<file path="src/rtl/cpu_pkg.sv">
package cpu_pkg;

    typedef logic [7:0]  data_t;    // one byte on the internal bus
    typedef logic [15:0] addr_t;    // rom and ram address
    typedef logic [2:0]  op_sel_t;  // hi_rom[7:5]
    typedef logic [4:0]  dev_sel_t; // destination device
    typedef logic [2:0]  alu_op_t;  // lo_rom[2:0]

    typedef enum logic [1:0] {PH_RESET, PH_FETCH, PH_EXEC} phase_t;

    // operation field
    localparam op_sel_t OP_ROM      = 3'd0; // immediate from lo_rom
    localparam op_sel_t OP_RAM      = 3'd1; // ram at mar
    localparam op_sel_t OP_RAM_ZP   = 3'd2; // ram at zero page lo_rom
    localparam op_sel_t OP_STORE_ZP = 3'd3; // x via alu passx into zero page
    localparam op_sel_t OP_ALU_ZX   = 3'd4;
    localparam op_sel_t OP_ALU_REG  = 3'd5;
    localparam op_sel_t OP_UART     = 3'd6;
    localparam op_sel_t OP_UART_ZP  = 3'd7;

    // low device group
    localparam dev_sel_t DEV_RAM     = 5'd0;
    localparam dev_sel_t DEV_MARLO   = 5'd1;
    localparam dev_sel_t DEV_MARHI   = 5'd2;
    localparam dev_sel_t DEV_UART    = 5'd3;
    localparam dev_sel_t DEV_PCHITMP = 5'd4;
    localparam dev_sel_t DEV_PCLO    = 5'd5;
    localparam dev_sel_t DEV_PC      = 5'd6;
    localparam dev_sel_t DEV_JMPO    = 5'd7;
    // high device group, all conditional jumps
    localparam dev_sel_t DEV_JMPZ    = 5'd8;
    localparam dev_sel_t DEV_JMPC    = 5'd9;
    localparam dev_sel_t DEV_JMPDI   = 5'd10;
    localparam dev_sel_t DEV_JMPDO   = 5'd11;
    localparam dev_sel_t DEV_JMPEQ   = 5'd12;
    localparam dev_sel_t DEV_JMPNE   = 5'd13;
    localparam dev_sel_t DEV_JMPGT   = 5'd14;
    localparam dev_sel_t DEV_JMPLT   = 5'd15;

    localparam alu_op_t ALU_PASSX = 3'd0;
    localparam alu_op_t ALU_ADD   = 3'd1;
    localparam alu_op_t ALU_SUB   = 3'd2;
    localparam alu_op_t ALU_AND   = 3'd3;
    localparam alu_op_t ALU_OR    = 3'd4;
    localparam alu_op_t ALU_XOR   = 3'd5;
    localparam alu_op_t ALU_PASSY = 3'd6;
    localparam alu_op_t ALU_INCX  = 3'd7;

endpackage : cpu_pkg

</file>
<file path="src/rtl/ctrl_bus_if.sv">
`timescale 1ns/100ps

interface ctrl_bus_if;
    // source strobes, active low
    logic rom_out_n;
    logic ram_out_n;
    logic alu_out_n;
    logic uart_out_n;
    // destination strobes, active low levels
    logic ram_in_n;
    logic marlo_in_n;
    logic marhi_in_n;
    logic uart_in_n;
    logic pchitmp_in_n; // hi tmp byte
    logic pclo_in_n;    // low pc byte only
    logic pc_in_n;      // full jump, already folded with flags
    logic reg_in_n;
    // alu overrides, active high
    logic force_alu_op_to_passx;
    logic force_x_val_to_zero;
    logic ram_zp_n; // zero page address from lo_rom

    modport decode (
        output rom_out_n, ram_out_n, alu_out_n, uart_out_n,
        output ram_in_n, marlo_in_n, marhi_in_n, uart_in_n,
        output pchitmp_in_n, pclo_in_n, pc_in_n, reg_in_n,
        output force_alu_op_to_passx, force_x_val_to_zero, ram_zp_n
    );

    modport sink (
        input rom_out_n, ram_out_n, alu_out_n, uart_out_n,
        input ram_in_n, marlo_in_n, marhi_in_n, uart_in_n,
        input pchitmp_in_n, pclo_in_n, pc_in_n, reg_in_n,
        input force_alu_op_to_passx, force_x_val_to_zero, ram_zp_n
    );

endinterface : ctrl_bus_if

</file>
<file path="src/rtl/program_counter.sv">
`timescale 1ns/100ps

module program_counter (
    input  logic            clk,
    input  logic            rst,
    input  logic            exec_en,
    ctrl_bus_if.sink        ctrl,
    input  cpu_pkg::data_t  bus,
    output cpu_pkg::addr_t  pc
);

    logic [7:0] pc_hi_tmp; // staged high byte for the next jump

    always_ff @(posedge clk) begin
        if (rst) begin
            pc_hi_tmp <= '0;
        end else if (exec_en && !ctrl.pchitmp_in_n) begin
            pc_hi_tmp <= bus;
        end
    end

    // pc only moves on the edge that ends exec
    always_ff @(posedge clk) begin
        if (rst) begin
            pc <= '0;
        end else if (exec_en) begin
            if (!ctrl.pc_in_n) begin
                pc <= {pc_hi_tmp, bus}; // jump with hi from tmp
            end else if (!ctrl.pclo_in_n) begin
                pc <= {pc[15:8], bus};  // low byte only
            end else begin
                pc <= pc + 16'd1;
            end
        end
    end

endmodule : program_counter

</file>
<file path="src/flat_wrapper.sv">
// flat-port wrapper written by rule: the top's interface ports become plain ports
module program_counter_flat 
  (clk, rst, exec_en, bus, pc, ctrl_rom_out_n, ctrl_ram_out_n, ctrl_alu_out_n, ctrl_uart_out_n, ctrl_ram_in_n, ctrl_marlo_in_n, ctrl_marhi_in_n, ctrl_uart_in_n, ctrl_pchitmp_in_n, ctrl_pclo_in_n, ctrl_pc_in_n, ctrl_reg_in_n, ctrl_force_alu_op_to_passx, ctrl_force_x_val_to_zero, ctrl_ram_zp_n);
  ctrl_bus_if ctrl_i ();
  input  logic clk;
  input  logic rst;
  input  logic exec_en;
  input  cpu_pkg::data_t bus;
  output cpu_pkg::addr_t pc;
  input wire logic [$bits(ctrl_i.rom_out_n)-1:0] ctrl_rom_out_n;
  input wire logic [$bits(ctrl_i.ram_out_n)-1:0] ctrl_ram_out_n;
  input wire logic [$bits(ctrl_i.alu_out_n)-1:0] ctrl_alu_out_n;
  input wire logic [$bits(ctrl_i.uart_out_n)-1:0] ctrl_uart_out_n;
  input wire logic [$bits(ctrl_i.ram_in_n)-1:0] ctrl_ram_in_n;
  input wire logic [$bits(ctrl_i.marlo_in_n)-1:0] ctrl_marlo_in_n;
  input wire logic [$bits(ctrl_i.marhi_in_n)-1:0] ctrl_marhi_in_n;
  input wire logic [$bits(ctrl_i.uart_in_n)-1:0] ctrl_uart_in_n;
  input wire logic [$bits(ctrl_i.pchitmp_in_n)-1:0] ctrl_pchitmp_in_n;
  input wire logic [$bits(ctrl_i.pclo_in_n)-1:0] ctrl_pclo_in_n;
  input wire logic [$bits(ctrl_i.pc_in_n)-1:0] ctrl_pc_in_n;
  input wire logic [$bits(ctrl_i.reg_in_n)-1:0] ctrl_reg_in_n;
  input wire logic [$bits(ctrl_i.force_alu_op_to_passx)-1:0] ctrl_force_alu_op_to_passx;
  input wire logic [$bits(ctrl_i.force_x_val_to_zero)-1:0] ctrl_force_x_val_to_zero;
  input wire logic [$bits(ctrl_i.ram_zp_n)-1:0] ctrl_ram_zp_n;
  assign ctrl_i.rom_out_n = ctrl_rom_out_n;
  assign ctrl_i.ram_out_n = ctrl_ram_out_n;
  assign ctrl_i.alu_out_n = ctrl_alu_out_n;
  assign ctrl_i.uart_out_n = ctrl_uart_out_n;
  assign ctrl_i.ram_in_n = ctrl_ram_in_n;
  assign ctrl_i.marlo_in_n = ctrl_marlo_in_n;
  assign ctrl_i.marhi_in_n = ctrl_marhi_in_n;
  assign ctrl_i.uart_in_n = ctrl_uart_in_n;
  assign ctrl_i.pchitmp_in_n = ctrl_pchitmp_in_n;
  assign ctrl_i.pclo_in_n = ctrl_pclo_in_n;
  assign ctrl_i.pc_in_n = ctrl_pc_in_n;
  assign ctrl_i.reg_in_n = ctrl_reg_in_n;
  assign ctrl_i.force_alu_op_to_passx = ctrl_force_alu_op_to_passx;
  assign ctrl_i.force_x_val_to_zero = ctrl_force_x_val_to_zero;
  assign ctrl_i.ram_zp_n = ctrl_ram_zp_n;
  program_counter u_core (.clk(clk), .rst(rst), .exec_en(exec_en), .ctrl(ctrl_i), .bus(bus), .pc(pc));
endmodule
</file>
<file path="config.mk">
export PLATFORM = sky130hd
export DESIGN_NAME = program_counter_flat
export DESIGN_NICKNAME = d
export VERILOG_FILES = /design/src/rtl/cpu_pkg.sv /design/src/rtl/ctrl_bus_if.sv /design/src/rtl/program_counter.sv /design/src/flat_wrapper.sv
export SDC_FILE = /design/constraint.sdc
export NUM_CORES = 1
export LEC_CHECK = 0
export ABC_AREA = 1
export BUFFER_PORTS_ARGS = -buffer_cell sky130_fd_sc_hd__buf_2
export CELL_PAD_IN_SITES_DETAIL_PLACEMENT = 0
export CELL_PAD_IN_SITES_GLOBAL_PLACEMENT = 1
export CORE_MARGIN = 2
export CORE_UTILIZATION = 36
export CTS_BUF_LIST = sky130_fd_sc_hd__clkbuf_2 sky130_fd_sc_hd__clkbuf_4 sky130_fd_sc_hd__clkbuf_8
export CTS_CLUSTER_DIAMETER = 80
export DETAILED_ROUTE_END_ITERATION = 10
export PLACE_DENSITY_LB_ADDON = 0.05
export SYNTH_ARGS = -nofsm -noshare
export SYNTH_HDL_FRONTEND = slang
export SYNTH_SLANG_ARGS = --single-unit
</file>
<file path="constraint.sdc">
create_clock -name clk -period 1.55 [get_ports clk]
set_input_delay 0.31 -clock clk [delete_from_list [all_inputs] [get_ports clk]]
set_output_delay 0.31 -clock clk [all_outputs]
set_load 0.1 [all_outputs]
</file>
; Yosys cells after proc, flatten, opt, wreduce, memory -nomap -nowiden
; Index checks and enable logic that the tools add are counted.
[op_classes]
addsub = 1
n_eq_ne = 1
muxes = 2
reduce_logical = 3
[ops]
columns = operator, count
row1 = 2-to-1 mux 16 bit, 2
row2 = "adder 16 x 1 -> 16 bit, second input constant", 1
row3 = "!= test 2 bit, second input constant", 1
row4 = AND reduction 2 bit, 1
row5 = logical AND 1 bit, 1
row6 = logical NOT 1 bit, 1
[totals]
register_bits = 24
out_inout_bits = 16
wordCells = 10

; Longest topological paths before layout
[depth]
ltp_word = 3
depth_mapped = 8

; Least setup slack after synthesis
; OpenSTA, ideal clock, no wires.
[synth_timing]
kind = register to register
startpoint = reg u_core.pc[1]
endpoint = reg u_core.pc[10]
t_arrival_ns = 1.965
required_ns = 1.427
setup_slack_ns = -0.538
path_stages_with_launch = 7
n_path_buf = 0
period_less_slack_ns = 2.088
path_cell_list = dfxtp_1 -> ha_1 -> nand2_2 -> nor3_4 -> nand3_1 -> nand3_1 -> a21oi_1
[synth_via]
elab_chain_cells = 3
[synth_lines]
columns = item, line
row1 = start: declaration, program_counter.sv:9  ; output cpu_pkg::addr_t pc
row2 = start signal: assignment, program_counter.sv:28  ; pc <= {pc_hi_tmp, bus};
row3 = start signal: assignment, program_counter.sv:30  ; pc <= {pc[15:8], bus};
row4 = start signal: assignment, program_counter.sv:32  ; pc <= pc + 16'd1;
row5 = adder 16 x 1 -> 16 bit, program_counter.sv:32
row6 = 2-to-1 mux 16 bit, program_counter.sv:29  ; end else if (!ctrl.pclo_in_n) begin
row7 = 2-to-1 mux 16 bit, program_counter.sv:27  ; if (!ctrl.pc_in_n) begin
; Every way passes these cells. The select of a mux whose other input is x is not followed.
; A chain may end at the register's enable or synchronous reset.

; Worst setup path after layout
[layout_timing]
startpoint = reg u_core.pc[10]
endpoint = out pc[10]
[layout_rtl]
columns = item, line
row1 = end: declaration, flat_wrapper.sv:9  ; output cpu_pkg::addr_t pc;
; No word-level cell between the ends.

==> flow_summary.ini <==
[outcome]
status = completed

[run]
max-cap-violations = 0

[global_route]
antenna_found_initial = 0
grt_max_degree = 19
grt_use_total_pct = 19.7
grt_overflow_total = 0
grt_pass1_vias = 1384
grt_pass1_wl_um = 6590

[cells_and_area]
syn2layout_area_growth_pct = 21.1
layout-drive-gt1-share_pct = 25.2
stdcell_count = 294
n_antenna_cell = 0
nets = 274
final_common_cell = nand2_1
most-common-layout-cells = nand2_1, a21oi_1, buf_2, inv_1, nor2_1
fin_area_sq_mm = 0.00167

[synth]
syn-num-nets = 241
syn-cell-area_sq_mm = 0.00138
yosys.area_share.simple_pct = 29.1
synth_warnings = 0
synth.avg_cell_area_sq_um = 6.46
synth-xor-area-share_pct = 0
synth_top_family_by_area = simple AND/OR/NAND/NOR gates
synth_adder_area_share_pct = 0.905
synth_compound_area_share_pct = 24.3
ys_seq_area_share_pct = 34.8
synth.mux.area_fraction_pct = 0
synth_cells = 214
ys_types = 23
ys_seq_elements = 24

[clock_tree]
clkSinkCount = 24
clk-insertion-delay-late_ns = 0.27
hold_buffers = 0
cts_tree = built
postCtsSetupBuffers = 0
path_clk_slew_ns = 0.09
cts_buffers = 3
ctsResizeCount = 0
cts.path.max_buffers = 2
clockRootBuffer = clkbuf_8
htree_num_levels = 1

[floorplan]
core_sq_mm = 0.00369
die_h_um = 66.0
die_w_um = 66.0
ios = 42
start_util_pct = 37.5
fp-row-count = 22
dieArea_sq_mm = 0.00435

[timing]
skew_ns = 0.00248
finalSetupViolCount = 0
worst_slack_ns = 0.107
hold_viol_final = 0
setup_tns_ns = 0
worst_slew_pin_slew_ns = 0.485
rsz0062_at_grt = false
timing.fmax_mhz = 693
period_share_pct = 93.1
slew_headroom_pct = 67.9
final-max-slew-violation-count = 0
fin_crit_ns = 1.44

[placement]
placed_cells = 290
numPortBuffers = 29
pre_cts_slack_ns = 0.137
place.gp.congestion = 0.809
dpl-instance-area_sq_mm = 0.00160
dp_hpwl_um = 3060

[drt]
post_drt_wl_per_cell_um = 13.5
drt_iter0_drc = 78
via_per_inst = 5.02
route.detailed.drc = 0
antenna_left = 0
dr.pass1.iters = 4
wirelength_um = 3960
vias = 1476

[setup_path]
path_buf_inv = 1
cp_data_arrival_time_ns = 1.13
worstSetupPathType = reg -> out
cp-end-kind = output port
rrSetupSlack_ns = 0.16
path_cells = buf_2
worstPathRequired_ns = 1.24
crit_start = u_core.pc[10]
slowest_delay_ns = 0.45
regToRegStartpoint = u_core.pc[1]
cpMaxStageDelayCell = buf_2
critPathTopFamily = buffers and inverters
cp-start-kind = flip-flop
crit_fanout = 8

[power]
p_clk_share_pct = 32.5
p_per_area_mw_per_mm2 = 1020
vdd_drop_max_v = 0.000307
power_frac_comb_pct = 25.6
switchingPower_uw = 609
power.internal_mw = 1.10
p_seq_share_pct = 41.9
leakage_nw = 0.780
p_sw_share_pct = 35.6

[worst_hold_path]
hold_path_startpoint = rst
min-delay-path-class = in -> reg
[path summary, 6_finish.rpt]
kind / end / cells after the start
worst max-delay path: pc[10] / 1
worst min register to register: u_core.pc[6] / 2
worst max register to register: u_core.pc[10] / 6
worst min-delay path: u_core.pc[3] / 2
[cell usage after synthesis]
cell       n  share of area [%]
nand3_2    1               0.72
nand2_1   38                 10
inv_2      2               0.54
o21ai_2    1               0.63
a21oi_1   29                 10
nor3_4     1                1.2
a221oi_1   1               0.63
nand3_1   21                7.6
o21bai_1   2                1.1
buf_6      1               0.81
o21a_1     1               0.54
o21ai_1    2               0.72
o21ai_0   22                8.0
ha_1       1               0.90
clkbuf_2   1               0.36
a211oi_1   3                1.6
buf_4      3                1.6
dfxtp_1   24                 35
nand2_2    2               0.90
nor2_1    26                7.1
inv_1     28                7.6
nor2_2     3                1.4
o211ai_1   1               0.54
[state kept, by name, summed over array words and instances (netlist names)]
register,count
u_core.pc,16
u_core.pc_hi_tmp,8
[cell type report]
class / count / area, sq um
Fill cell: 428 / 2010
Multi-Input combinational cell: 155 / 751
Sequential cell: 24 / 504
Timing Repair Buffer: 33 / 175
Inverter: 30 / 113
Tap cell: 48 / 60.1
Clock buffer: 3 / 41.3
Clock inverter: 1 / 30.0
[power by group through the flow]
stage	registers [mW]	clock network, mW	logic [mW]
floorplan	0.939	0	0.134
global placement	0.727	0	0.438
detailed placement	0.730	0	0.439
CTS	0.716	0.567	0.441
global route	0.725	0.596	0.472
finish	0.717	0.556	0.439
[metal layers]
layer	global-route usage [%]	vias to the layer above	routed length, um
met4	4.59	0	23
met3	2.56	2	173
li1	-	773	-
met2	31.4	35	1800
met5	0	-	0
met1	28.2	666	1960
[cells by family after synthesis]
group           Yosys count
buf+inv                  35
flops                    24
fa+ha+maj                 1
simple gates             92
compound gates           62
[metrics by stage]
step	util (%)	hold slack [ns]	total power [mW]
6_report	45.4	0.299	1.71
4_1_cts	45.4	0.295	1.72
2_1_floorplan	-	0.379	1.07
3_3_place_gp	43.5	0.476	1.16
3_5_place_dp	43.5	0.479	1.17
5_1_grt	45.4	0.293	1.79
No activity file was read; power rests on OpenSTA's default activity.
