**config.mk**
```make
export PLATFORM = sky130hd
export DESIGN_NAME = control_decode_flat
export DESIGN_NICKNAME = d
export VERILOG_FILES = /design/src/rtl/cpu_pkg.sv /design/src/rtl/ctrl_bus_if.sv /design/src/rtl/control_decode.sv /design/src/flat_wrapper.sv
export SDC_FILE = /design/constraint.sdc
export NUM_CORES = 1
export LEC_CHECK = 0
export BUFFER_PORTS_ARGS = -buffer_cell sky130_fd_sc_hd__buf_2
export CORE_AREA = 5 5 42 44
export DETAILED_ROUTE_END_ITERATION = 8
export DIE_AREA = 0 0 47 49
export PLACE_DENSITY_LB_ADDON = 0.3
export SLEW_MARGIN = 20
export SYNTH_ARGS = -nofsm -noshare
export SYNTH_HDL_FRONTEND = slang
export SYNTH_SLANG_ARGS = --single-unit
```
**constraint.sdc**
```tcl
create_clock -name vclk -period 2.46
set_clock_uncertainty 0.2 [all_clocks]
set_input_delay 0.246 -clock vclk [all_inputs]
set_output_delay 0.246 -clock vclk [all_outputs]
set_load 0.02 [all_outputs]
```
**src/rtl/cpu_pkg.sv**
```systemverilog
package cpu_pkg;

    typedef logic [7:0]  data_t;    // one byte on the internal bus
    typedef logic [15:0] addr_t;    // rom and ram address
    typedef logic [2:0]  op_sel_t;  // hi_rom[7:5]
    typedef logic [4:0]  dev_sel_t; // destination device
    typedef logic [2:0]  alu_op_t;  // lo_rom[2:0]

    typedef enum logic [1:0] {PH_RESET, PH_FETCH, PH_EXEC} phase_t;

    // operation field
    localparam op_sel_t OP_ROM      = 3'd0; // immediate from lo_rom
    localparam op_sel_t OP_RAM      = 3'd1; // ram at mar
    localparam op_sel_t OP_RAM_ZP   = 3'd2; // ram at zero page lo_rom
    localparam op_sel_t OP_STORE_ZP = 3'd3; // x via alu passx into zero page
    localparam op_sel_t OP_ALU_ZX   = 3'd4;
    localparam op_sel_t OP_ALU_REG  = 3'd5;
    localparam op_sel_t OP_UART     = 3'd6;
    localparam op_sel_t OP_UART_ZP  = 3'd7;

    // low device group
    localparam dev_sel_t DEV_RAM     = 5'd0;
    localparam dev_sel_t DEV_MARLO   = 5'd1;
    localparam dev_sel_t DEV_MARHI   = 5'd2;
    localparam dev_sel_t DEV_UART    = 5'd3;
    localparam dev_sel_t DEV_PCHITMP = 5'd4;
    localparam dev_sel_t DEV_PCLO    = 5'd5;
    localparam dev_sel_t DEV_PC      = 5'd6;
    localparam dev_sel_t DEV_JMPO    = 5'd7;
    // high device group, all conditional jumps
    localparam dev_sel_t DEV_JMPZ    = 5'd8;
    localparam dev_sel_t DEV_JMPC    = 5'd9;
    localparam dev_sel_t DEV_JMPDI   = 5'd10;
    localparam dev_sel_t DEV_JMPDO   = 5'd11;
    localparam dev_sel_t DEV_JMPEQ   = 5'd12;
    localparam dev_sel_t DEV_JMPNE   = 5'd13;
    localparam dev_sel_t DEV_JMPGT   = 5'd14;
    localparam dev_sel_t DEV_JMPLT   = 5'd15;

    localparam alu_op_t ALU_PASSX = 3'd0;
    localparam alu_op_t ALU_ADD   = 3'd1;
    localparam alu_op_t ALU_SUB   = 3'd2;
    localparam alu_op_t ALU_AND   = 3'd3;
    localparam alu_op_t ALU_OR    = 3'd4;
    localparam alu_op_t ALU_XOR   = 3'd5;
    localparam alu_op_t ALU_PASSY = 3'd6;
    localparam alu_op_t ALU_INCX  = 3'd7;

endpackage : cpu_pkg

```
**src/rtl/ctrl_bus_if.sv**
```systemverilog
`timescale 1ns/100ps

interface ctrl_bus_if;
    // source strobes, active low
    logic rom_out_n;
    logic ram_out_n;
    logic alu_out_n;
    logic uart_out_n;
    // destination strobes, active low levels
    logic ram_in_n;
    logic marlo_in_n;
    logic marhi_in_n;
    logic uart_in_n;
    logic pchitmp_in_n; // hi tmp byte
    logic pclo_in_n;    // low pc byte only
    logic pc_in_n;      // full jump, already folded with flags
    logic reg_in_n;
    // alu overrides, active high
    logic force_alu_op_to_passx;
    logic force_x_val_to_zero;
    logic ram_zp_n; // zero page address from lo_rom

    modport decode (
        output rom_out_n, ram_out_n, alu_out_n, uart_out_n,
        output ram_in_n, marlo_in_n, marhi_in_n, uart_in_n,
        output pchitmp_in_n, pclo_in_n, pc_in_n, reg_in_n,
        output force_alu_op_to_passx, force_x_val_to_zero, ram_zp_n
    );

    modport sink (
        input rom_out_n, ram_out_n, alu_out_n, uart_out_n,
        input ram_in_n, marlo_in_n, marhi_in_n, uart_in_n,
        input pchitmp_in_n, pclo_in_n, pc_in_n, reg_in_n,
        input force_alu_op_to_passx, force_x_val_to_zero, ram_zp_n
    );

endinterface : ctrl_bus_if

```
**src/rtl/control_decode.sv**
```systemverilog
`timescale 1ns/100ps

module control_decode (
    ctrl_bus_if.decode     ctrl,
    input cpu_pkg::data_t  hi_rom,
    input logic [6:0]      flags_n,  // z c o eq ne gt lt from msb down
    input logic            uart_in_ready_n,
    input logic            uart_out_ready_n
);
    import cpu_pkg::*;

    op_sel_t  op;
    dev_sel_t dev;
    logic     dev_is_reg;
    logic     flag_z_n, flag_c_n, flag_o_n;
    logic     flag_eq_n, flag_ne_n, flag_gt_n, flag_lt_n;
    logic     jmpo_n, jmpz_n, jmpc_n, jmpdi_n, jmpdo_n;
    logic     jmpeq_n, jmpne_n, jmpgt_n, jmplt_n;

    assign op = hi_rom[7:5];
    assign {flag_z_n, flag_c_n, flag_o_n, flag_eq_n, flag_ne_n, flag_gt_n, flag_lt_n} = flags_n;

    // bit 4 belongs to the alu on the zero-x op, so it never reaches a register
    assign dev        = {hi_rom[0] && (op != OP_ALU_ZX), hi_rom[4:1]};
    assign dev_is_reg = dev[4];

    // source strobes
    assign ctrl.rom_out_n  = !(op == OP_ROM);
    assign ctrl.ram_out_n  = !(op == OP_RAM || op == OP_RAM_ZP);
    assign ctrl.alu_out_n  = !(op == OP_STORE_ZP || op == OP_ALU_ZX || op == OP_ALU_REG);
    assign ctrl.uart_out_n = !(op == OP_UART || op == OP_UART_ZP);

    // zp ops take the ram address from lo_rom
    assign ctrl.ram_zp_n = !(op == OP_RAM_ZP || op == OP_STORE_ZP || op == OP_UART_ZP);

    assign ctrl.force_x_val_to_zero   = (op == OP_ALU_ZX);
    assign ctrl.force_alu_op_to_passx = (op == OP_STORE_ZP); // lo_rom is the address here

    // register write
    always_comb begin
        ctrl.reg_in_n = !(
            (!ctrl.rom_out_n && dev_is_reg) ||
            (!ctrl.ram_out_n && dev_is_reg) ||
            (op == OP_ALU_REG) ||   // always lands in x or y
            (op == OP_UART && dev_is_reg)
        );
    end

    // zp stores always hit ram, never while ram drives the bus
    assign ctrl.ram_in_n = ((dev != DEV_RAM) && (op != OP_STORE_ZP) && (op != OP_UART_ZP))
                           || !ctrl.ram_out_n;
    assign ctrl.marlo_in_n   = (dev != DEV_MARLO);
    assign ctrl.marhi_in_n   = (dev != DEV_MARHI);
    assign ctrl.uart_in_n    = (dev != DEV_UART);
    assign ctrl.pchitmp_in_n = (dev != DEV_PCHITMP);
    assign ctrl.pclo_in_n    = (dev != DEV_PCLO);

    // each jump fires only with its flag low
    assign jmpo_n  = (dev != DEV_JMPO)  || flag_o_n;
    assign jmpz_n  = (dev != DEV_JMPZ)  || flag_z_n;
    assign jmpc_n  = (dev != DEV_JMPC)  || flag_c_n;
    assign jmpdi_n = (dev != DEV_JMPDI) || uart_in_ready_n;  // rx byte waiting
    assign jmpdo_n = (dev != DEV_JMPDO) || uart_out_ready_n; // tx can accept
    assign jmpeq_n = (dev != DEV_JMPEQ) || flag_eq_n;
    assign jmpne_n = (dev != DEV_JMPNE) || flag_ne_n;
    assign jmpgt_n = (dev != DEV_JMPGT) || flag_gt_n;
    assign jmplt_n = (dev != DEV_JMPLT) || flag_lt_n;

    // unconditional or any taken jump
    assign ctrl.pc_in_n = (dev != DEV_PC) && jmpo_n && jmpz_n && jmpc_n && jmpdi_n &&
                          jmpdo_n && jmpeq_n && jmpne_n && jmpgt_n && jmplt_n;

    // only one driver on the data bus
    always_comb begin
        assert final ($countones({!ctrl.rom_out_n, !ctrl.ram_out_n,
                                  !ctrl.alu_out_n, !ctrl.uart_out_n}) <= 1)
            else $error("more than one bus source selected");
    end

endmodule : control_decode

```
**src/flat_wrapper.sv**
```systemverilog
// flat-port wrapper written by rule: the top's interface ports become plain ports
module control_decode_flat import cpu_pkg::*;
  (hi_rom, flags_n, uart_in_ready_n, uart_out_ready_n, ctrl_rom_out_n, ctrl_ram_out_n, ctrl_alu_out_n, ctrl_uart_out_n, ctrl_ram_in_n, ctrl_marlo_in_n, ctrl_marhi_in_n, ctrl_uart_in_n, ctrl_pchitmp_in_n, ctrl_pclo_in_n, ctrl_pc_in_n, ctrl_reg_in_n, ctrl_force_alu_op_to_passx, ctrl_force_x_val_to_zero, ctrl_ram_zp_n);
  ctrl_bus_if ctrl_i ();
  input cpu_pkg::data_t hi_rom;
  input logic [6:0] flags_n;
  input logic uart_in_ready_n;
  input logic uart_out_ready_n;
  output wire logic [$bits(ctrl_i.rom_out_n)-1:0] ctrl_rom_out_n;
  output wire logic [$bits(ctrl_i.ram_out_n)-1:0] ctrl_ram_out_n;
  output wire logic [$bits(ctrl_i.alu_out_n)-1:0] ctrl_alu_out_n;
  output wire logic [$bits(ctrl_i.uart_out_n)-1:0] ctrl_uart_out_n;
  output wire logic [$bits(ctrl_i.ram_in_n)-1:0] ctrl_ram_in_n;
  output wire logic [$bits(ctrl_i.marlo_in_n)-1:0] ctrl_marlo_in_n;
  output wire logic [$bits(ctrl_i.marhi_in_n)-1:0] ctrl_marhi_in_n;
  output wire logic [$bits(ctrl_i.uart_in_n)-1:0] ctrl_uart_in_n;
  output wire logic [$bits(ctrl_i.pchitmp_in_n)-1:0] ctrl_pchitmp_in_n;
  output wire logic [$bits(ctrl_i.pclo_in_n)-1:0] ctrl_pclo_in_n;
  output wire logic [$bits(ctrl_i.pc_in_n)-1:0] ctrl_pc_in_n;
  output wire logic [$bits(ctrl_i.reg_in_n)-1:0] ctrl_reg_in_n;
  output wire logic [$bits(ctrl_i.force_alu_op_to_passx)-1:0] ctrl_force_alu_op_to_passx;
  output wire logic [$bits(ctrl_i.force_x_val_to_zero)-1:0] ctrl_force_x_val_to_zero;
  output wire logic [$bits(ctrl_i.ram_zp_n)-1:0] ctrl_ram_zp_n;
  assign ctrl_rom_out_n = ctrl_i.rom_out_n;
  assign ctrl_ram_out_n = ctrl_i.ram_out_n;
  assign ctrl_alu_out_n = ctrl_i.alu_out_n;
  assign ctrl_uart_out_n = ctrl_i.uart_out_n;
  assign ctrl_ram_in_n = ctrl_i.ram_in_n;
  assign ctrl_marlo_in_n = ctrl_i.marlo_in_n;
  assign ctrl_marhi_in_n = ctrl_i.marhi_in_n;
  assign ctrl_uart_in_n = ctrl_i.uart_in_n;
  assign ctrl_pchitmp_in_n = ctrl_i.pchitmp_in_n;
  assign ctrl_pclo_in_n = ctrl_i.pclo_in_n;
  assign ctrl_pc_in_n = ctrl_i.pc_in_n;
  assign ctrl_reg_in_n = ctrl_i.reg_in_n;
  assign ctrl_force_alu_op_to_passx = ctrl_i.force_alu_op_to_passx;
  assign ctrl_force_x_val_to_zero = ctrl_i.force_x_val_to_zero;
  assign ctrl_ram_zp_n = ctrl_i.ram_zp_n;
  control_decode u_core (.ctrl(ctrl_i), .hi_rom(hi_rom), .flags_n(flags_n), .uart_in_ready_n(uart_in_ready_n), .uart_out_ready_n(uart_out_ready_n));
endmodule
```
# Yosys cells after proc, flatten, opt, wreduce, memory -nomap -nowiden
# Cells that the tools add are included.
word_totals:
  reg_bits: 0
  latchBits: 0
  ram_bits: 0
  rom_bits: 0
  in_bits: 17
  out_inout_bits: 15
  word_cells: 67
  mem_count: 0
op_classes:
  n_addsub: 0
  multipliers: 0
  div_mod_pow: 0
  magnitude_cmp: 0
  n_eq_ne: 25
  shift: 0
  muxes: 0
  bitwise: 0
  n_reduce_logical: 42
ops:
  columns: ["op", "count"]
  rows:
  - ["$ne A5 B4 Y1 const B", 8]
  - ["$ne A5 B3 Y1 const B", 4]
  - ["$logic_or A1 B1 Y1", 19]
  - ["$logic_and A1 B1 Y1", 15]
  - ["$eq A3 B3 Y1 const B", 4]
  - ["$ne A5 B2 Y1 const B", 2]
  - ["$eq A3 B2 Y1 const B", 2]
  - ["$logic_not A1 Y1", 6]
  - ["$ne A3 B3 Y1 const B", 2]
  - ["$ne A5 B1 Y1 const B", 1]
  - ["$reduce_bool A5 Y1", 1]
  - ["$eq A3 B1 Y1 const B", 1]
  - ["$logic_not A3 Y1", 1]
  - ["$ne A3 B2 Y1 const B", 1]

# Longest topological paths before layout
# Gate-level depths: netlist of the first run.
depth:
  depth_word: 13
  ltp_mapped: 5
  depth_no_buf: 4

# Worst setup path before layout of the first run
# No wires, ideal clock.
synth_path:
  path_type: "input-to-output"
  start: "input port hi_rom[6]"
  end: "output port ctrl_ram_in_n"
  arrival_ps: 1289
  t_required_ps: 2014
  setup_slack_ps: 725
  path_stages: 5
  path_buffers: 1
  path_cell_list: "buf_2 nor3b_2 nor2b_2 nor3_4 a32oi_1"
synth_via:
  elab_chain_cells: 6
  word_cells_on_any_way: 11
  cone_classes: "eq/ne: 5; reduce/logical: 6"
synth_lines:
  columns: ["element", "line_no", "source"]
  rows:
  - ["from (decl)", "flat_wrapper.sv:5", "input cpu_pkg::data_t hi_rom;"]
  - ["$ne A3 B3 Y1", "control_decode.sv:24", "assign dev = {hi_rom[0] && (op != OP_ALU_ZX), hi_rom[4:1]};"]
  - ["$logic_and A1 B1 Y1", "control_decode.sv:24", null]
  - ["$reduce_bool A5 Y1", "control_decode.sv:50", "assign ctrl.ram_in_n = ((dev != DEV_RAM) && (op != OP_STORE_ZP) && (op != OP_UART_ZP))"]
  - ["$logic_and A1 B1 Y1 (2 in series)", "control_decode.sv:50", null]
  - ["$logic_or A1 B1 Y1 *", "control_decode.sv:51", "|| !ctrl.ram_out_n;"]
  - ["to (decl)", "flat_wrapper.sv:13", "output wire logic [$bits(ctrl_i.ram_in_n)-1:0] ctrl_ram_in_n;"]
# Mark *: on every way between the ends. The rest lies on a longest branch, timed or not.

# Worst setup path in the final report of the first run
layout_path:
  start: "input port hi_rom[1]"
  end: "output port ctrl_pc_in_n"
layout_via:
  elab_chain_cells: 11
  word_cells_on_any_way: 28
  cone_classes: "eq/ne: 10; reduce/logical: 18"
layout_lines:
  columns: ["element", "line_no", "source"]
  rows:
  - ["$ne A5 B3 Y1", "control_decode.sv:59", "assign jmpo_n = (dev != DEV_JMPO) || flag_o_n;"]
  - ["$logic_or A1 B1 Y1", "control_decode.sv:59", null]
  - ["$logic_and A1 B1 Y1 (5 in series)", "control_decode.sv:70", "assign ctrl.pc_in_n = (dev != DEV_PC) && jmpo_n && jmpz_n && jmpc_n && jmpdi_n &&"]
  - ["$logic_and A1 B1 Y1 (3 in series)", "control_decode.sv:71", "jmpdo_n && jmpeq_n && jmpne_n && jmpgt_n && jmplt_n;"]
  - ["$logic_and A1 B1 Y1 *", "control_decode.sv:71", null]
  - ["to (decl)", "flat_wrapper.sv:19", "output wire logic [$bits(ctrl_i.pc_in_n)-1:0] ctrl_pc_in_n;"]
# Marked as above.

==> reports/qor.csv, run 1 <==
metric,value,unit
cpPeakStageDelay,0.32,ns
cts-resized-gates,0,
grt_most_used_layer,met2,
crit_buf_inv,2,
postRouteAntennaNets,0,
hp-class,in2out,
area_growth,57.9,%
path_common_cell,buf_2,
die_y,49,um
gp_congestion,0.701,
setup_viol,0,
drv_cap,0,
drt-vias-per-instance,4.61,
whs_path_depth,3,
grt_use_met3,0.0111,
avgRoutedWirePerCell,10.5,um
syn_nets,55,
hold_violations,0,
ff_latch_area,0,um2
crit_fanout,9,
grt_max_degree,10,
hold_end,ctrl_uart_out_n,
yosys.area.top_type_share,0.111,
synth_top_cell_by_area,mux2i_1,
use_met1,0.0915,
path_class,in2out,
nets,86,
fillerInstances,180,
initial_core_util,0.193,
tns,0,ns
finalCoreUtilization,0.304,
flops_and_latches,0,
io_pins,32,
worst_slew_pin_slew,0.213,ns
drive_gt1_frac,0.552,
port_buffers,32,
drc,0,
die_area,2300,um2
drt-initial-drc-count,0,
grt_pass1_vias,324,
worstPathArrival,1.31,ns
worstPathRequired,2.01,ns
drv_slew,0,
p_leak,0.211,nW
drt_wl_total,874,um
cellPowerDensity,186,nW/um2
final_cell_count_no_fill,83,
start_kind,input port,
dp_hpwl,759,um
core,1400,um2
seq_area_frac_synth,0,
period_share,0.713,
die_width,47,um
final.clkbuf_count,0,
final.min_clock_period,1.75,ns
multi_input_area,239,um2
hp-start,hi_rom[7],
grt_first_pass_wirelength,1.35,mm
syn_avg_cell_area,7.11,um2
yosysWarnings,0,
end_kind,output pin,
synthCells,38,
max_freq,0.570,GHz
worstPathCellList,"buf_2, mux2_4, o21ai_2, a22oi_1, a211o_1, buf_2",
ir_worst_vdd,0.0675,mV
yosysMostFrequentCell,nand2_1,
grt_remaining_overflow,0,
placedCellCount,83,
cts_hold_buffers,0,
grt.total_usage,0.0709,
rows,14,
cts_setup_buffers,0,
slew_headroom,0.858,
outcome,completed,
synth_area_leaders,"mux2i_1 11%, nor3_4 6.0%, nand3_1 5.6%",
ys_types,26,
drt-pass1-iter-count,1,
syn_area,270,um2
synth_top_cells_by_count,"4 x nand2_1, 3 x mux2i_1, 3 x nand3_1, 3 x nor2_1",
vias,383,
crit_family,compound AO/OA/AOI/OAI gates,
use_met2,0.127,
rsz0062_at_grt,false,
timing.hold.ws,0.649,ns
crit_slowest_cell,mux2_4,
antenna_cells,0,
antenna_found_initial,0,
-- logic make-up (layout without fill, tap and decap cells) --
| group | after synthesis | after routing | share of synthesized area |
|---|---|---|---|
| xor gates and xnor gates | 1 | 1 | 0.0324 |
| buffers and inverters | 5 | 34 | 0.116 |
| and+or+nand+nor | 17 | 17 | 0.394 |
| muxes | 4 | 4 | 0.167 |
| AOI/OAI and AO/OA | 11 | 11 | 0.292 |
-- layer usage --
layer	part of all wire	wire length, um
met1	0.38	330
met2	0.46	399
met3	0.16	144
met4	0	0
met5	0	0
-- cells in the final DEF, fill, tap and decap left out, types with 2 or more instances in the layout --
master and count:
a21oi_1 2, nor2_1 3, buf_2 32, inv_1 2, nand3b_1 2, nand2_1 4, nand3_1 3, mux2i_1 3
-- worst max-delay path by stage --
stage	from	end	cells past startpoint	slack, ns
after detailed placement	hi_rom[1]	ctrl_pc_in_n	6	0.70
after CTS	hi_rom[1]	ctrl_pc_in_n	6	0.70
final	hi_rom[1]	ctrl_pc_in_n	6	0.71
after floorplan	hi_rom[6]	ctrl_ram_in_n	5	0.73
after global placement	hi_rom[1]	ctrl_pc_in_n	6	0.71
after global routing	hi_rom[1]	ctrl_pc_in_n	6	0.62
-- per-stage QoR --
step	power, mW	setup slack, ns	area (um2)
3_3_place_gp	0.0795	0.710	427
4_1_cts	0.0803	0.698	427
3_5_place_dp	0.0802	0.700	427
6_report	0.0792	0.706	427
2_1_floorplan	0.0504	0.725	270
5_1_grt	0.0873	0.618	427
-- where the power goes --
| part | internal, mW | switching [mW] |
|---|---|---|
| sequential | 0 | 0 |
| combinational | 0.0334 | 0.0458 |
| clock | 0 | 0 |
-- final cells by class --
| cell class | count | share of cell area |
|---|---|---|
| well taps | 16 | 0.0469 |
| repair buffers | 32 | 0.375 |
| multi-input cells | 33 | 0.560 |
| inverters | 2 | 0.0176 |
No activity file was read; power rests on OpenSTA's default activity.
==> inputs of run 2 (changes only) <==
==> constraint.sdc (replaced) <==
create_clock -name vclk -period 1.6
set_clock_uncertainty 0.2 [all_clocks]
set_input_delay 0.16 -clock vclk [all_inputs]
set_output_delay 0.16 -clock vclk [all_outputs]
set_load 0.02 [all_outputs]
==> reports/qor.csv, run 2 (synthesized netlist as in run 1, its figures left out) <==
metric,value,unit,change
outcome,completed,,
cellPowerDensity,286,nW/um2,+54%
final_common_cell,buf_2,,
port_buffers,32,,unchanged
worst_slew_pin_slew,0.213,ns,+0.000779 ns
ir_worst_vdd,0.0953,mV,+41%
hold_violations,0,,unchanged
final.min_clock_period,1.53,ns,
design_area,447,um2,+4.7%
final_cell_mix,"30 x buf_2, 4 x nand2_1, 4 x buf_4",,
max_freq,0.653,GHz,
start_kind,input port,,
cts_setup_buffers,0,,unchanged
worstPathArrival,1.17,ns,-0.14 ns
vias,391,,+2.1%
tns,0,ns,unchanged
timing.final.ws_setup,0.0696,ns,-0.637 ns
area_growth,65.3,%,
finalCoreUtilization,0.319,,+0.0143
avgRoutedWirePerCell,10.8,um,+2.5%
grt_max_degree,9,,-1
grt_pass1_vias,321,,-0.93%
core,1400,um2,unchanged
die_area,2300,um2,unchanged
placed_area,442,um2,+3.5%
crit_fanout,7,,-2
final.clkbuf_count,0,,unchanged
drv_slew,0,,unchanged
slew_headroom,0.857,,about the same
drt_wl_total,917,um,+4.9%
initial_core_util,0.193,,unchanged
grt_remaining_overflow,0,,unchanged
period_share,0.957,,
io_pins,32,,unchanged
p_leak,0.223,nW,+5.7%
antenna_found_initial,0,,unchanged
nets,88,,+2.3%
hp-class,in2out,,
drt-initial-drc-count,4,,+4
worstPathRequired,1.24,ns,-0.77 ns
cts_hold_buffers,0,,unchanged
postRouteAntennaNets,0,,unchanged
rsz0062_at_grt,false,,
die_width,47,um,unchanged
gp_congestion,0.673,,-4.1%
path_class,in2out,,
rows,14,,unchanged
preCtsSetupSlack,0.0296,ns,-0.670 ns
grt.total_usage,0.0639,,-0.00702
setup_viol,0,,unchanged
drv_cap,0,,unchanged
die_y,49,um,unchanged
drt-vias-per-instance,4.60,,-0.31%
drive_gt1_frac,0.565,,+0.0130
antenna_cells,0,,unchanged
drc,0,,unchanged
flops_and_latches,0,,unchanged
grt_first_pass_wirelength,1.22,mm,-9.2%
ff_latch_area,0,um2,unchanged
end_kind,output pin,,
dp_hpwl,812,um,+7.0%
drt-pass1-iter-count,4,,+3
total_power,0.128,mW,+61%
run 2: cell types whose count changed in the layout (fill, tap and decap cells not counted), sizes merged:
cell / change
buf: +2
run 2: area by class of cell:
cell class | instances | area [um2]
fillers | 174 | 955
inverters | 2 | 7.51
multi-input cells | 33 | 239
well taps | 16 | 20.0
repair buffers | 34 | 180
run 2: critical path, stage by stage:
cell and delay, ns:
buf_4 0.14, mux2_4 0.30, o21ai_2 0.10, a22oi_1 0.09, a211o_1 0.23, buf_4 0.15
run 2: layer usage:
metal	up-vias	global-route usage	wire [um]
met3	0	0.00738	143
met4	0	0	0
met5	-	0	0
met1	165	0.0806	349
met2	23	0.118	424
li1	203	-	-
run 2: worst paths after layout:
check,from,end,slack (ns),cells after the start
setup / recovery,hi_rom[1],ctrl_pc_in_n,0.07,6
hold / removal,hi_rom[5],ctrl_force_x_val_to_zero,0.42,3
run 2: metrics by stage:
stage / cells / hold slack (ns)
4_1_cts: 85 / 0.423
5_1_grt: 85 / 0.432
3_3_place_gp: 85 / 0.424
3_5_place_dp: 85 / 0.423
2_1_floorplan: 38 / 0.178
6_report: 85 / 0.419
run 2: power by group:
part / leakage (nW) / internal [mW] / total, mW / switching, mW
clock: 0 / 0 / 0 / 0
combinational: 0.223 / 0.0563 / 0.128 / 0.0714
sequential: 0 / 0 / 0 / 0
total: 0.223 / 0.0563 / 0.128 / 0.0714
run 2: repair_timing:
action,in CTS,in global routing
setup endpoints to repair,0,1
hold endpoints to repair,0,0
gates resized for setup,0,3
